--- src/include/drop_fifo_defs.svh ---
// Drop FIFO sizing macros

`ifndef DROP_FIFO_DEFS_SVH
`define DROP_FIFO_DEFS_SVH

// ------------------------------
// Storage geometry
// ------------------------------

// Bits per stored entry
`define DROP_FIFO_DATA_WIDTH 8

// Entry count, kept a power of two
`define DROP_FIFO_DEPTH 16

// Index width into the array
// Pointers carry one extra wrap bit on top of this
`define DROP_FIFO_ADDR_WIDTH $clog2(`DROP_FIFO_DEPTH)

`endif

--- src/verilog/drop_fifo_pkg.sv ---
// Drop FIFO shared types

`include "drop_fifo_defs.svh"

package drop_fifo_pkg;

    // ------------------------------
    // Payload and pointer types
    // ------------------------------

    // One stored entry
    typedef logic [`DROP_FIFO_DATA_WIDTH-1:0] fifo_data_t;

    // Address plus wrap flag in the top bit
    typedef logic [`DROP_FIFO_ADDR_WIDTH:0] fifo_ptr_t;

    // Occupancy or drop amount, 0 up to DEPTH
    typedef logic [`DROP_FIFO_ADDR_WIDTH:0] fifo_count_t;

    // Drop sequencing states
    typedef enum logic [1:0] {
        DROP_IDLE   = 2'b00,
        DROP_ACTIVE = 2'b01,
        DROP_SETTLE = 2'b10,
        DROP_DONE   = 2'b11
    } drop_state_t;

endpackage : drop_fifo_pkg

--- src/verilog/drop_fifo_if.sv ---
// Drop FIFO internal interfaces
`timescale 1ns/1ps

`include "drop_fifo_defs.svh"

// ------------------------------
// Drop command, ctrl to ptrs
// ------------------------------
interface drop_cmd_if;
    // Both data ports held off
    logic                       freeze;
    // Single cycle read pointer move
    logic                       adjust;
    // Latched request fields
    logic                       drop_all;
    drop_fifo_pkg::fifo_count_t drop_count;

    modport ctrl (output freeze, output adjust, output drop_all, output drop_count);
    modport ptrs (input freeze, input adjust, input drop_all, input drop_count);
endinterface : drop_cmd_if

// ------------------------------
// Storage access, ptrs to mem
// ------------------------------
interface fifo_mem_if;
    logic                              wr_en;
    logic [`DROP_FIFO_ADDR_WIDTH-1:0]  wr_addr;
    logic [`DROP_FIFO_ADDR_WIDTH-1:0]  rd_addr;
    // Data legs hooked up at the top level
    drop_fifo_pkg::fifo_data_t         wr_data;
    drop_fifo_pkg::fifo_data_t         rd_data;

    modport ptrs (output wr_en, output wr_addr, output rd_addr);
    modport mem (
        input  wr_en,
        input  wr_addr,
        input  wr_data,
        input  rd_addr,
        output rd_data
    );
endinterface : fifo_mem_if

--- src/verilog/drop_fifo_ctrl.sv ---
// Drop request controller
`timescale 1ns/1ps

module drop_fifo_ctrl (
    input  logic                       axi_aclk,
    input  logic                       axi_aresetn,
    input  logic                       i_drop_valid,
    input  logic                       i_drop_all,
    input  drop_fifo_pkg::fifo_count_t i_drop_count,
    output logic                       o_drop_ready,
    drop_cmd_if.ctrl                   cmd
);

    // Current and next drop state
    drop_fifo_pkg::drop_state_t r_state;
    drop_fifo_pkg::drop_state_t w_state_next;

    // Request accepted this cycle
    logic                       w_accept;

    // Request fields held for the whole drop
    logic                       r_drop_all;
    drop_fifo_pkg::fifo_count_t r_drop_count;

    // ------------------------------
    // State register
    // ------------------------------
    always_ff @(posedge axi_aclk) begin
        if (!axi_aresetn) begin
            r_state <= drop_fifo_pkg::DROP_IDLE;
        end else begin
            r_state <= w_state_next;
        end
    end

    // Only a request seen in idle starts a drop
    assign w_accept = i_drop_valid && (r_state == drop_fifo_pkg::DROP_IDLE);

    always_comb begin
        w_state_next = r_state;
        case (r_state)
            drop_fifo_pkg::DROP_IDLE: begin
                if (i_drop_valid) begin
                    w_state_next = drop_fifo_pkg::DROP_ACTIVE;
                end
            end
            // Pointer moves on the way out of here
            drop_fifo_pkg::DROP_ACTIVE: w_state_next = drop_fifo_pkg::DROP_SETTLE;
            // Dead cycle so count and flags are stable before ack
            drop_fifo_pkg::DROP_SETTLE: w_state_next = drop_fifo_pkg::DROP_DONE;
            drop_fifo_pkg::DROP_DONE: begin
                // Hold ack until requester lets go
                if (!i_drop_valid) begin
                    w_state_next = drop_fifo_pkg::DROP_IDLE;
                end
            end
            default: w_state_next = drop_fifo_pkg::DROP_IDLE;
        endcase
    end

    // ------------------------------
    // Request capture
    // ------------------------------
    always_ff @(posedge axi_aclk) begin
        if (w_accept) begin
            r_drop_all   <= i_drop_all;
            r_drop_count <= i_drop_count;
        end
    end

    // State decodes
    assign cmd.freeze     = (r_state == drop_fifo_pkg::DROP_ACTIVE) ||
                            (r_state == drop_fifo_pkg::DROP_SETTLE);
    assign cmd.adjust     = (r_state == drop_fifo_pkg::DROP_ACTIVE);
    assign cmd.drop_all   = r_drop_all;
    assign cmd.drop_count = r_drop_count;
    assign o_drop_ready   = (r_state == drop_fifo_pkg::DROP_DONE);

endmodule : drop_fifo_ctrl

--- src/verilog/drop_fifo_mem.sv ---
// FIFO storage array
`timescale 1ns/1ps

`include "drop_fifo_defs.svh"

module drop_fifo_mem (
    input  logic     axi_aclk,
    fifo_mem_if.mem  mem
);

    // ------------------------------
    // Array
    // ------------------------------

    // Plain entries, contents only matter once written
    drop_fifo_pkg::fifo_data_t r_mem [`DROP_FIFO_DEPTH];

    // Write lands on the transfer edge
    always_ff @(posedge axi_aclk) begin
        if (mem.wr_en) begin
            r_mem[mem.wr_addr] <= mem.wr_data;
        end
    end

    // ------------------------------
    // Read
    // ------------------------------

    // Zero latency, follows the read pointer
    // Same-cycle data with rd_valid
    assign mem.rd_data = r_mem[mem.rd_addr];

endmodule : drop_fifo_mem

--- src/verilog/drop_fifo_ptrs.sv ---
// FIFO pointer and flag unit
`timescale 1ns/1ps

`include "drop_fifo_defs.svh"

module drop_fifo_ptrs (
    input  logic                       axi_aclk,
    input  logic                       axi_aresetn,
    input  logic                       i_wr_valid,
    input  logic                       i_rd_ready,
    output logic                       o_wr_ready,
    output logic                       o_rd_valid,
    output drop_fifo_pkg::fifo_count_t o_count,
    drop_cmd_if.ptrs                   cmd,
    fifo_mem_if.ptrs                   mem
);

    // Pointers with wrap bit on top
    drop_fifo_pkg::fifo_ptr_t r_wr_ptr;
    drop_fifo_pkg::fifo_ptr_t r_rd_ptr;

    // Occupancy from the live pointers
    drop_fifo_pkg::fifo_count_t w_count;

    logic w_full;
    logic w_empty;

    // Transfer enables
    logic w_wr_en;
    logic w_rd_en;

    // ------------------------------
    // Status
    // ------------------------------

    // Modulo difference, wrap bit keeps 0 and DEPTH apart
    assign w_count = drop_fifo_pkg::fifo_count_t'(r_wr_ptr - r_rd_ptr);

    // Same address, opposite lap
    assign w_full = (r_wr_ptr[`DROP_FIFO_ADDR_WIDTH] != r_rd_ptr[`DROP_FIFO_ADDR_WIDTH]) &&
                    (r_wr_ptr[`DROP_FIFO_ADDR_WIDTH-1:0] ==
                     r_rd_ptr[`DROP_FIFO_ADDR_WIDTH-1:0]);

    // Same address, same lap
    assign w_empty = (r_wr_ptr == r_rd_ptr);

    assign o_count = w_count;

    // ------------------------------
    // Port gating
    // ------------------------------

    // Nothing moves while a drop is in flight
    assign o_wr_ready = !w_full && !cmd.freeze;
    assign o_rd_valid = !w_empty && !cmd.freeze;

    assign w_wr_en = i_wr_valid && o_wr_ready;
    assign w_rd_en = o_rd_valid && i_rd_ready;

    // ------------------------------
    // Write pointer
    // ------------------------------
    always_ff @(posedge axi_aclk) begin
        if (!axi_aresetn) begin
            r_wr_ptr <= '0;
        end else if (w_wr_en) begin
            r_wr_ptr <= r_wr_ptr + drop_fifo_pkg::fifo_ptr_t'(1);
        end
    end

    // ------------------------------
    // Read pointer
    // ------------------------------
    always_ff @(posedge axi_aclk) begin
        if (!axi_aresetn) begin
            r_rd_ptr <= '0;
        end else if (cmd.adjust) begin
            // Reads are frozen here so the drop owns the pointer
            if (cmd.drop_all) begin
                // Catch up with the writer, FIFO goes empty
                r_rd_ptr <= r_wr_ptr;
            end else begin
                // Skip ahead, carry rolls into the wrap bit
                r_rd_ptr <= r_rd_ptr + drop_fifo_pkg::fifo_ptr_t'(cmd.drop_count);
            end
        end else if (w_rd_en) begin
            r_rd_ptr <= r_rd_ptr + drop_fifo_pkg::fifo_ptr_t'(1);
        end
    end

    // ------------------------------
    // Storage side
    // ------------------------------
    assign mem.wr_en   = w_wr_en;
    // Low bits index the array
    assign mem.wr_addr = r_wr_ptr[`DROP_FIFO_ADDR_WIDTH-1:0];
    // Read from the current pointer, no look-ahead
    assign mem.rd_addr = r_rd_ptr[`DROP_FIFO_ADDR_WIDTH-1:0];

endmodule : drop_fifo_ptrs

--- src/verilog/drop_fifo_top.sv ---
// Drop FIFO top level
`timescale 1ns/1ps

module drop_fifo_top (
    input  logic                       axi_aclk,
    input  logic                       axi_aresetn,

    // Write port
    input  logic                       i_wr_valid,
    output logic                       o_wr_ready,
    input  drop_fifo_pkg::fifo_data_t  i_wr_data,

    // Read port
    input  logic                       i_rd_ready,
    output logic                       o_rd_valid,
    output drop_fifo_pkg::fifo_data_t  o_rd_data,

    // Occupancy
    output drop_fifo_pkg::fifo_count_t o_count,

    // Drop request port
    input  logic                       i_drop_valid,
    output logic                       o_drop_ready,
    input  drop_fifo_pkg::fifo_count_t i_drop_count,
    input  logic                       i_drop_all
);

    // ------------------------------
    // Internal buses
    // ------------------------------
    drop_cmd_if u_cmd_if ();
    fifo_mem_if u_mem_if ();

    // Data legs go straight to the array
    assign u_mem_if.wr_data = i_wr_data;
    assign o_rd_data        = u_mem_if.rd_data;

    // ------------------------------
    // Drop sequencing
    // ------------------------------
    drop_fifo_ctrl u_ctrl (
        .axi_aclk     (axi_aclk),
        .axi_aresetn  (axi_aresetn),
        .i_drop_valid (i_drop_valid),
        .i_drop_all   (i_drop_all),
        .i_drop_count (i_drop_count),
        .o_drop_ready (o_drop_ready),
        .cmd          (u_cmd_if.ctrl)
    );

    // ------------------------------
    // Pointers, flags, gating
    // ------------------------------
    drop_fifo_ptrs u_ptrs (
        .axi_aclk    (axi_aclk),
        .axi_aresetn (axi_aresetn),
        .i_wr_valid  (i_wr_valid),
        .i_rd_ready  (i_rd_ready),
        .o_wr_ready  (o_wr_ready),
        .o_rd_valid  (o_rd_valid),
        .o_count     (o_count),
        .cmd         (u_cmd_if.ptrs),
        .mem         (u_mem_if.ptrs)
    );

    // ------------------------------
    // Storage
    // ------------------------------
    drop_fifo_mem u_mem (
        .axi_aclk (axi_aclk),
        .mem      (u_mem_if.mem)
    );

endmodule : drop_fifo_top
--- config.mk ---
export PLATFORM = sky130hd
export DESIGN_NAME = drop_fifo_top
export DESIGN_NICKNAME = d
export VERILOG_FILES = /design/src/verilog/drop_fifo_pkg.sv /design/src/verilog/drop_fifo_if.sv /design/src/verilog/drop_fifo_ctrl.sv /design/src/verilog/drop_fifo_mem.sv /design/src/verilog/drop_fifo_ptrs.sv /design/src/verilog/drop_fifo_top.sv
export VERILOG_INCLUDE_DIRS = /design/src /design/src/include
export SDC_FILE = /design/constraint.sdc
export NUM_CORES = 1
export LEC_CHECK = 0
export BUFFER_PORTS_ARGS = -buffer_cell sky130_fd_sc_hd__buf_2
export CAP_MARGIN = 20
export CORE_UTILIZATION = 65
export CTS_CLUSTER_DIAMETER = 100
export CTS_CLUSTER_SIZE = 14
export DETAILED_ROUTE_END_ITERATION = 7
export PLACE_DENSITY = 0.91
export REMOVE_ABC_BUFFERS = 1
export SLEW_MARGIN = 20
export SYNTH_ARGS = -nofsm -noshare
export SYNTH_HDL_FRONTEND = slang
export SYNTH_HIERARCHICAL = 1
export SYNTH_SLANG_ARGS = --single-unit
--- constraint.sdc ---
create_clock -name axi_aclk -period 4.7 [get_ports axi_aclk]
set_input_delay 0.94 -clock axi_aclk [delete_from_list [all_inputs] [get_ports axi_aclk]]
set_output_delay 0.94 -clock axi_aclk [all_outputs]
set_load 0.02 [all_outputs]
==> key figures, run 1 <==
Global routing
  • Largest net degree at the start of global routing: 37
  • First-pass GRT wire length: 21,700 um
  • Total GRT Usage: 0.314
  • Global-route congestion overflow total: 0
  • Initial antenna violation count: 0
  • Vias in the first global route: 3,680

Flow run
  • MaxCap Viol Count: 0

Drt
  • Avg WL per Cell: 26.4 um
  • DR vias: 3,651
  • TritonRoute pass-1 iters: 5
  • 1st-iter DRT viols: 365
  • Routed vias/inst: 6.75
  • DRT antenna net count: 0
  • DRC: 0
  • Routed WL: 14,300 um

Clocking
  • # H-tree levels: 4
  • Clk slew on worst S/H paths: 0.06 ns
  • Hold buffer count at cts: 0
  • Buffer depth of the longest clock path: 2
  • Clk root buf: clkbuf_8
  • Post-CTS Resized: 0
  • Clk sinks: 146
  • CTS tree: yes
  • Clk_lat worst skew: 0.53 ns
  • Clock buffer count from CTS: 17
  • Post-CTS setup buffers: 0

Layout
  • Antenna diodes: 0
  • Area growth, synth to finish: 12.3%
  • Nets: 437
  • Layout cells sized above 1: 0.235
  • Final non-filler cell total: 541

Synth
  • Mean Syn Cell Area: 17.6 um^2
  • Largest area contributor in the netlist: edfxtp_1
  • Netlist cell types: 45
  • Synth warn: 6
  • FF+latch count, synth: 146
  • Ys flop type: edfxtp_1
  • Post-Synthesis Cells: 362
  • Synth async-reset ratio: 0
  • Seq/Total Area, Yosys: 0.671
  • Top post-synthesis cells by area: edfxtp_1 63%, mux4_2 6.4%, mux4_1 5.8%
  • Post-synth top area share: 0.633
  • Cell area after synthesis: 0.00636 mm^2
  • EDFF count, synth: 134

Status
  • Outcome: complete, no violations

Floorplan
  • Area of the die: 0.0102 mm^2
  • Die Y: 101 um
  • Std-Cell Rows: 35
  • Die Wd: 101 um
  • # IOs: 35
  • Core Footprint: 0.00937 mm^2
  • Initial Util: 0.678

Setup path
  • R2R setup slack: 1.32 ns
  • WP data required: 3.76 ns
  • Critical path data arrival time: 3.03 ns
  • Buf+Inv Stages, Crit Path: 2
  • Worst-path cell chain: buf_4, mux4_1, a22oi_1, nand2_1, buf_2
  • Max incr delay on CP: 0.70 ns
  • Critical Path End Type: primary output
  • Crit path max fanout: 22
  • Max stage delay cell, worst path: mux4_1
  • CP startpoint kind: flop
  • Crit Path Class: flop to primary output
  • Worst path top cell family by delay: multiplexers

STA
  • Final Hold Viols: 0
  • Min cycle time layout: 3.97 ns
  • Actual slew at the worst max-slew pin: 1.06 ns
  • RSZ-0062 raised after global routing: false
  • Setup TNS: 0 ns
  • Final Max Tran Viols: 0
  • Achievable frequency: 252 MHz
  • Worst rel slew slack: 0.287
  • Final Setup Violations: 0
  • Fin crit share: 0.846
  • Hold Slack: 0.528 ns
  • Max Clock Skew: 0.00742 ns

Placement
  • PortBufs: 34
  • Placed Cells incl. Taps: 510
  • Dpl hpwl: 7740 um
  • Routability congestion estimate: 0.782

Power and ir drop
  • VDD IR max: 0.398 mV
  • Static Leak: 2.48 nW
  • PwrDens: 608 mW/mm^2

Worst hold path
  • HP Class: flop to flop
-- layer usage --
| metal | GRT usage | up-vias | routed length, um |
|---|---|---|---|
| met5 | 0 | - | 0 |
| met4 | 0.152 | 0 | 562 |
| met3 | 0.0971 | 48 | 1260 |
| met2 | 0.493 | 262 | 7080 |
| met1 | 0.403 | 1831 | 5380 |
| li1 | - | 1510 | - |
-- per-stage QoR --
stage / utilization / setup slack [ns] / cell area [um^2] / power [mW]
2_1_floorplan: - / 0.872 / 6200 / 2.60
3_3_place_gp: 0.702 / 1.53 / 6580 / 2.96
3_5_place_dp: 0.702 / 1.48 / 6580 / 3.01
4_1_cts: 0.762 / 0.734 / 7140 / 4.33
5_1_grt: 0.762 / 0.614 / 7140 / 4.51
6_report: 0.762 / 0.726 / 7140 / 4.34
-- final cells by class --
type,count,area [um^2]
flip-flops and latches,146,4270
fillers,513,2230
multi-input cells,181,1880
clock buffers,17,414
repair buffers,40,215
well taps,129,161
clock inverters,14,148
inverters,14,52.6
-- state kept, by name (all words and copies together) (netlist names) --
signal,count
u_ptrs/r_rd_ptr,5
u_ctrl/cmd.drop_all,1
u_mem/r_mem,128
u_ctrl/r_state,2
u_ptrs/r_wr_ptr,5
u_ctrl/cmd.drop_count,5
-- cell usage after synthesis (7+ instances only) --
cell type / number
xnor2_1: 11
mux4_1: 14
o211ai_1: 7
mux4_2: 18
nor2_1: 20
dfxtp_1: 12
inv_1: 14
edfxtp_1: 134
nand2_1: 18
ha_1: 16
buf_4: 9
a22oi_1: 16
-- layout by cell type, fill, tap and decap left out, types with 2 or more instances in the layout --
cell type | netlist | layout
nand3b_1 | 2 | 2
nor2b_1 | 3 | 3
o211ai_1 | 7 | 7
mux4_2 | 18 | 18
inv_1 | 14 | 14
xor2_1 | 2 | 2
buf_2 | 3 | 34
dfxtp_1 | 12 | 11
a21o_1 | 2 | 2
nor2_1 | 20 | 20
nand2_1 | 18 | 18
a22oi_1 | 16 | 16
mux4_1 | 14 | 14
clkinv_4 | 0 | 4
ha_1 | 16 | 16
a21oi_1 | 5 | 5
o211a_1 | 3 | 3
mux2i_1 | 5 | 5
and2_1 | 5 | 5
nand3_1 | 4 | 4
o21ai_0 | 2 | 2
o2111ai_1 | 2 | 2
edfxtp_1 | 134 | 134
fa_1 | 2 | 2
clkbuf_16 | 0 | 16
clkinvlp_4 | 0 | 3
inv_6 | 0 | 3
inv_8 | 0 | 3
nand2b_1 | 4 | 4
buf_4 | 9 | 6
and4b_1 | 3 | 3
nor3_1 | 4 | 4
xnor2_1 | 11 | 11
-- tightest hold or removal path: stages (launching register included) --
cell     delay [ns]
dfxtp_1        0.35
nand2_1        0.07
mux2i_1        0.06
-- final timing paths --
check | depth (start not counted) | startpoint | end
min | 2 | u_ctrl/r_state[1]$_SDFFE_PN0P_ | u_ctrl/r_state[1]$_SDFFE_PN0P_
max reg2reg | 7 | u_ptrs/r_wr_ptr[0]$_SDFFE_PN0P_ | u_mem/r_mem[2][0]$_DFFE_PP_
max | 5 | u_ptrs/r_rd_ptr[0]$_SDFFE_PN0P_ | o_rd_data[4]
min reg2reg | 2 | u_ctrl/r_state[1]$_SDFFE_PN0P_ | u_ctrl/r_state[1]$_SDFFE_PN0P_
-- power by group --
group / switching (mW) / leakage (nW) / total (mW) / internal, mW
logic: 0.862 / 0.903 / 1.44 / 0.580
clock network: 0.560 / 0.267 / 1.28 / 0.717
registers: 0.107 / 1.31 / 1.62 / 1.52
-- cell families after synthesis --
family                     count (synthesis)  synth area share
xor gates and xnor gates                  14            0.0205
muxes                                     39             0.133
adders and majority gates                 18            0.0378
and+or+nand+nor                           69            0.0559
buffers and inverters                     35            0.0331
AOI/OAI and AO/OA                         41            0.0484
DFF                                      146             0.671
Note: power is estimated with default switching activity, not from simulation.
==> run 2, diff against run 1 <==
--- a/config.mk
+++ b/config.mk
@@ -6,13 +6,14 @@
 export SDC_FILE = /design/constraint.sdc
 export NUM_CORES = 1
 export LEC_CHECK = 0
+export ABC_AREA = 1
 export BUFFER_PORTS_ARGS = -buffer_cell sky130_fd_sc_hd__buf_2
 export CAP_MARGIN = 20
-export CORE_UTILIZATION = 65
+export CORE_UTILIZATION = 61
 export CTS_CLUSTER_DIAMETER = 100
 export CTS_CLUSTER_SIZE = 14
 export DETAILED_ROUTE_END_ITERATION = 7
-export PLACE_DENSITY = 0.91
+export PLACE_DENSITY = 0.86
 export REMOVE_ABC_BUFFERS = 1
 export SLEW_MARGIN = 20
 export SYNTH_ARGS = -nofsm -noshare
==> constraint.sdc (replaced) <==
create_clock -name axi_aclk -period 4.1 [get_ports axi_aclk]
set_input_delay 0.82 -clock axi_aclk [delete_from_list [all_inputs] [get_ports axi_aclk]]
set_output_delay 0.82 -clock axi_aclk [all_outputs]
set_load 0.02 [all_outputs]
==> run 2 against run 1 <==
Effect of this change: setup slack lost 0.017 ns; flip-flop and latch count did not move; die area grew 17%; critical endpoint is now o_count[4]; highest routed layer unchanged.
==> key figures, run 2 <==
Synth
  • Post-synth top area share: 0.573
  • Mean Syn Cell Area: 9.59 um^2
  • FF+latch count, synth: 146
  • Post-Synthesis Cells: 732
  • Cell area after synthesis: 0.00702 mm^2
  • Synth warn: 6
  • Synth cell count leaders: 218 x nand2_1, 134 x edfxtp_1, 125 x inv_1
  • Most common cell in the netlist: nand2_1
  • Top post-synthesis cells by area: edfxtp_1 57%, nand2_1 12%, nand3_1 7.8%
  • EDFF count, synth: 134
  • Seq/Total Area, Yosys: 0.607
  • Largest area contributor in the netlist: edfxtp_1
  • Netlist cell types: 26
  • Ys flop type: edfxtp_1
  • Synth async-reset ratio: 0

STA
  • Setup TNS: 0 ns
  • Final worst slack: 0.709 ns
  • Max Clock Skew: 0.00538 ns
  • Final Hold Viols: 0
  • Worst rel slew slack: 0.287
  • Achievable frequency: 295 MHz
  • Final Max Tran Viols: 0
  • Min cycle time layout: 3.39 ns
  • Final Setup Violations: 0
  • RSZ-0062 raised after global routing: false
  • Actual slew at the worst max-slew pin: 1.07 ns
  • Fin crit share: 0.827

Floorplan
  • # IOs: 35
  • Std-Cell Rows: 38
  • Area of the die: 0.0119 mm^2
  • Die Y: 109 um
  • Core Footprint: 0.0110 mm^2
  • Initial Util: 0.637
  • Die Wd: 109 um

Clocking
  • Clk sinks: 146
  • Clk root buf: clkbuf_16
  • Buffer depth of the longest clock path: 2
  • Clock buffer count from CTS: 17
  • Clk_lat worst skew: 0.43 ns
  • Hold buffer count at cts: 0
  • # H-tree levels: 4
  • Post-CTS Resized: 0
  • Post-CTS setup buffers: 0
  • Clk slew on worst S/H paths: 0.06 ns
  • CTS tree: yes

Status
  • Outcome: complete, no violations

Layout
  • Multi-input logic area: 0.00204 mm^2
  • Area growth, synth to finish: 12.3%
  • Largest register FFs: 128
  • Most common cell after layout, fill and taps aside: nand2_1
  • Final instance area: 0.00789 mm^2
  • Nets: 794
  • FF+latch area: 0.00427 mm^2
  • Antenna diodes: 0
  • Layout cells sized above 1: 0.112
  • Most frequent cells in the layout: 218 x nand2_1, 134 x edfxtp_1, 125 x inv_1
  • Layout fillers: 727
  • Final non-filler cell total: 910
  • Most flop-heavy register: u_mem/r_mem

Global routing
  • Initial antenna violation count: 0
  • Global-route congestion overflow total: 0
  • Vias in the first global route: 5,137
  • Total GRT Usage: 0.308
  • First-pass GRT wire length: 26,400 um
  • Largest net degree at the start of global routing: 71

Setup path
  • CP startpoint kind: flop
  • Crit path max fanout: 70
  • Buf+Inv Stages, Crit Path: 3
  • Critical path data arrival time: 2.57 ns
  • Worst-path cell chain: buf_4, ha_1, inv_1, fa_1, nand3_1, nand2_1, xor2_1, buf_2
  • Max incr delay on CP: 0.57 ns
  • Worst path top cell family by delay: buffers and inverters
  • Critical Path End Type: primary output
  • Crit Path Class: flop to primary output
  • WP data required: 3.28 ns
  • Max stage delay cell, worst path: buf_4

Drt
  • Avg WL per Cell: 18.5 um
  • DRC: 0
  • Routed vias/inst: 5.92
  • DR vias: 5,384
  • 1st-iter DRT viols: 778
  • Routed WL: 16,800 um
  • TritonRoute pass-1 iters: 7
  • DRT antenna net count: 0

Placement
  • PortBufs: 34
  • Placed Cells incl. Taps: 878
  • Routability congestion estimate: 0.936
  • Dpl hpwl: 10,000 um
  • Dpl cell area: 0.00717 mm^2
  • Place WS: 1.14 ns

Power and ir drop
  • VDD IR max: 0.619 mV
  • PwrDens: 685 mW/mm^2
  • Static Leak: 3.48 nW
  • Final Power: 5.40 mW

Flow run
  • MaxCap Viol Count: 0

Worst hold path
  • HP Class: flop to flop
-- run 2: cell count changes in the layout (fill, tap and decap cells not counted), sizes merged, moves of 8 or more --
cell,before,now
nand2,18,221
nand3,4,113
a21oi,5,16
a22oi,16,0
mux4,32,0
xnor2,11,0
nor2,20,32
o211ai,8,0
inv,20,130
-- run 2: cell families after synthesis --
logic type | count (synthesis) | share of synthesized area
AO/OA/AOI/OAI | 25 | 0.0185
XOR/XNOR | 8 | 0.00998
adder cells (fa/ha/maj) | 18 | 0.0342
buffers and inverters | 163 | 0.102
flip-flops | 146 | 0.607
AND/OR/NAND/NOR | 372 | 0.228
-- run 2: final cells by class --
cell class | instances | area share
flip-flops and latches | 146 | 0.541
multi-input cells | 423 | 0.259
inverters | 131 | 0.0625
clock buffers | 17 | 0.0540
clock inverters | 15 | 0.0363
repair buffers | 38 | 0.0254
well taps | 140 | 0.0222
-- run 2: final timing paths --
check,endpoint,startpoint,depth (start not counted),slack (ns)
worst max-delay path,o_count[4],u_ptrs/r_rd_ptr[0]$_SDFFE_PN0P_,8,0.71
worst min-delay path,u_ptrs/r_wr_ptr[4]$_SDFFE_PN0P_,u_ptrs/r_wr_ptr[4]$_SDFFE_PN0P_,2,0.52
worst max register to register,u_mem/r_mem[10][5]$_DFFE_PP_,u_ptrs/r_rd_ptr[0]$_SDFFE_PN0P_,9,0.99
worst min register to register,u_ptrs/r_wr_ptr[4]$_SDFFE_PN0P_,u_ptrs/r_wr_ptr[4]$_SDFFE_PN0P_,2,0.52
-- run 2: tightest hold or removal path: cells and delay by family, from the launching register on --
| kind | cells | cell delay, ns |
|---|---|---|
| AOI/OAI and AO/OA | 1 | 0.06 |
| and+or+nand+nor | 1 | 0.07 |
| DFF | 1 | 0.33 |
-- run 2: through the flow --
step	utilization	hold WS [ns]
after CTS	0.715	0.507
after floorplan	-	0.471
after global placement	0.650	0.490
after detailed placement	0.650	0.498
after global routing	0.715	0.551
final	0.715	0.517
-- run 2: per-layer routing --
layer | vias up | wire length, um | global-route usage
met5 | - | 0 | 0
met4 | 0 | 822 | 0.184
met3 | 81 | 1910 | 0.0735
met2 | 427 | 7930 | 0.494
met1 | 2474 | 6160 | 0.382
li1 | 2402 | - | -
-- run 2: power by group --
group	switching, mW	internal (mW)	leakage, nW	total, mW
Clock	0.587	1.26	0.339	1.85
Sequential	0.0652	1.71	1.31	1.78
Combinational	1.24	0.533	1.83	1.77
Total	1.89	3.51	3.48	5.40
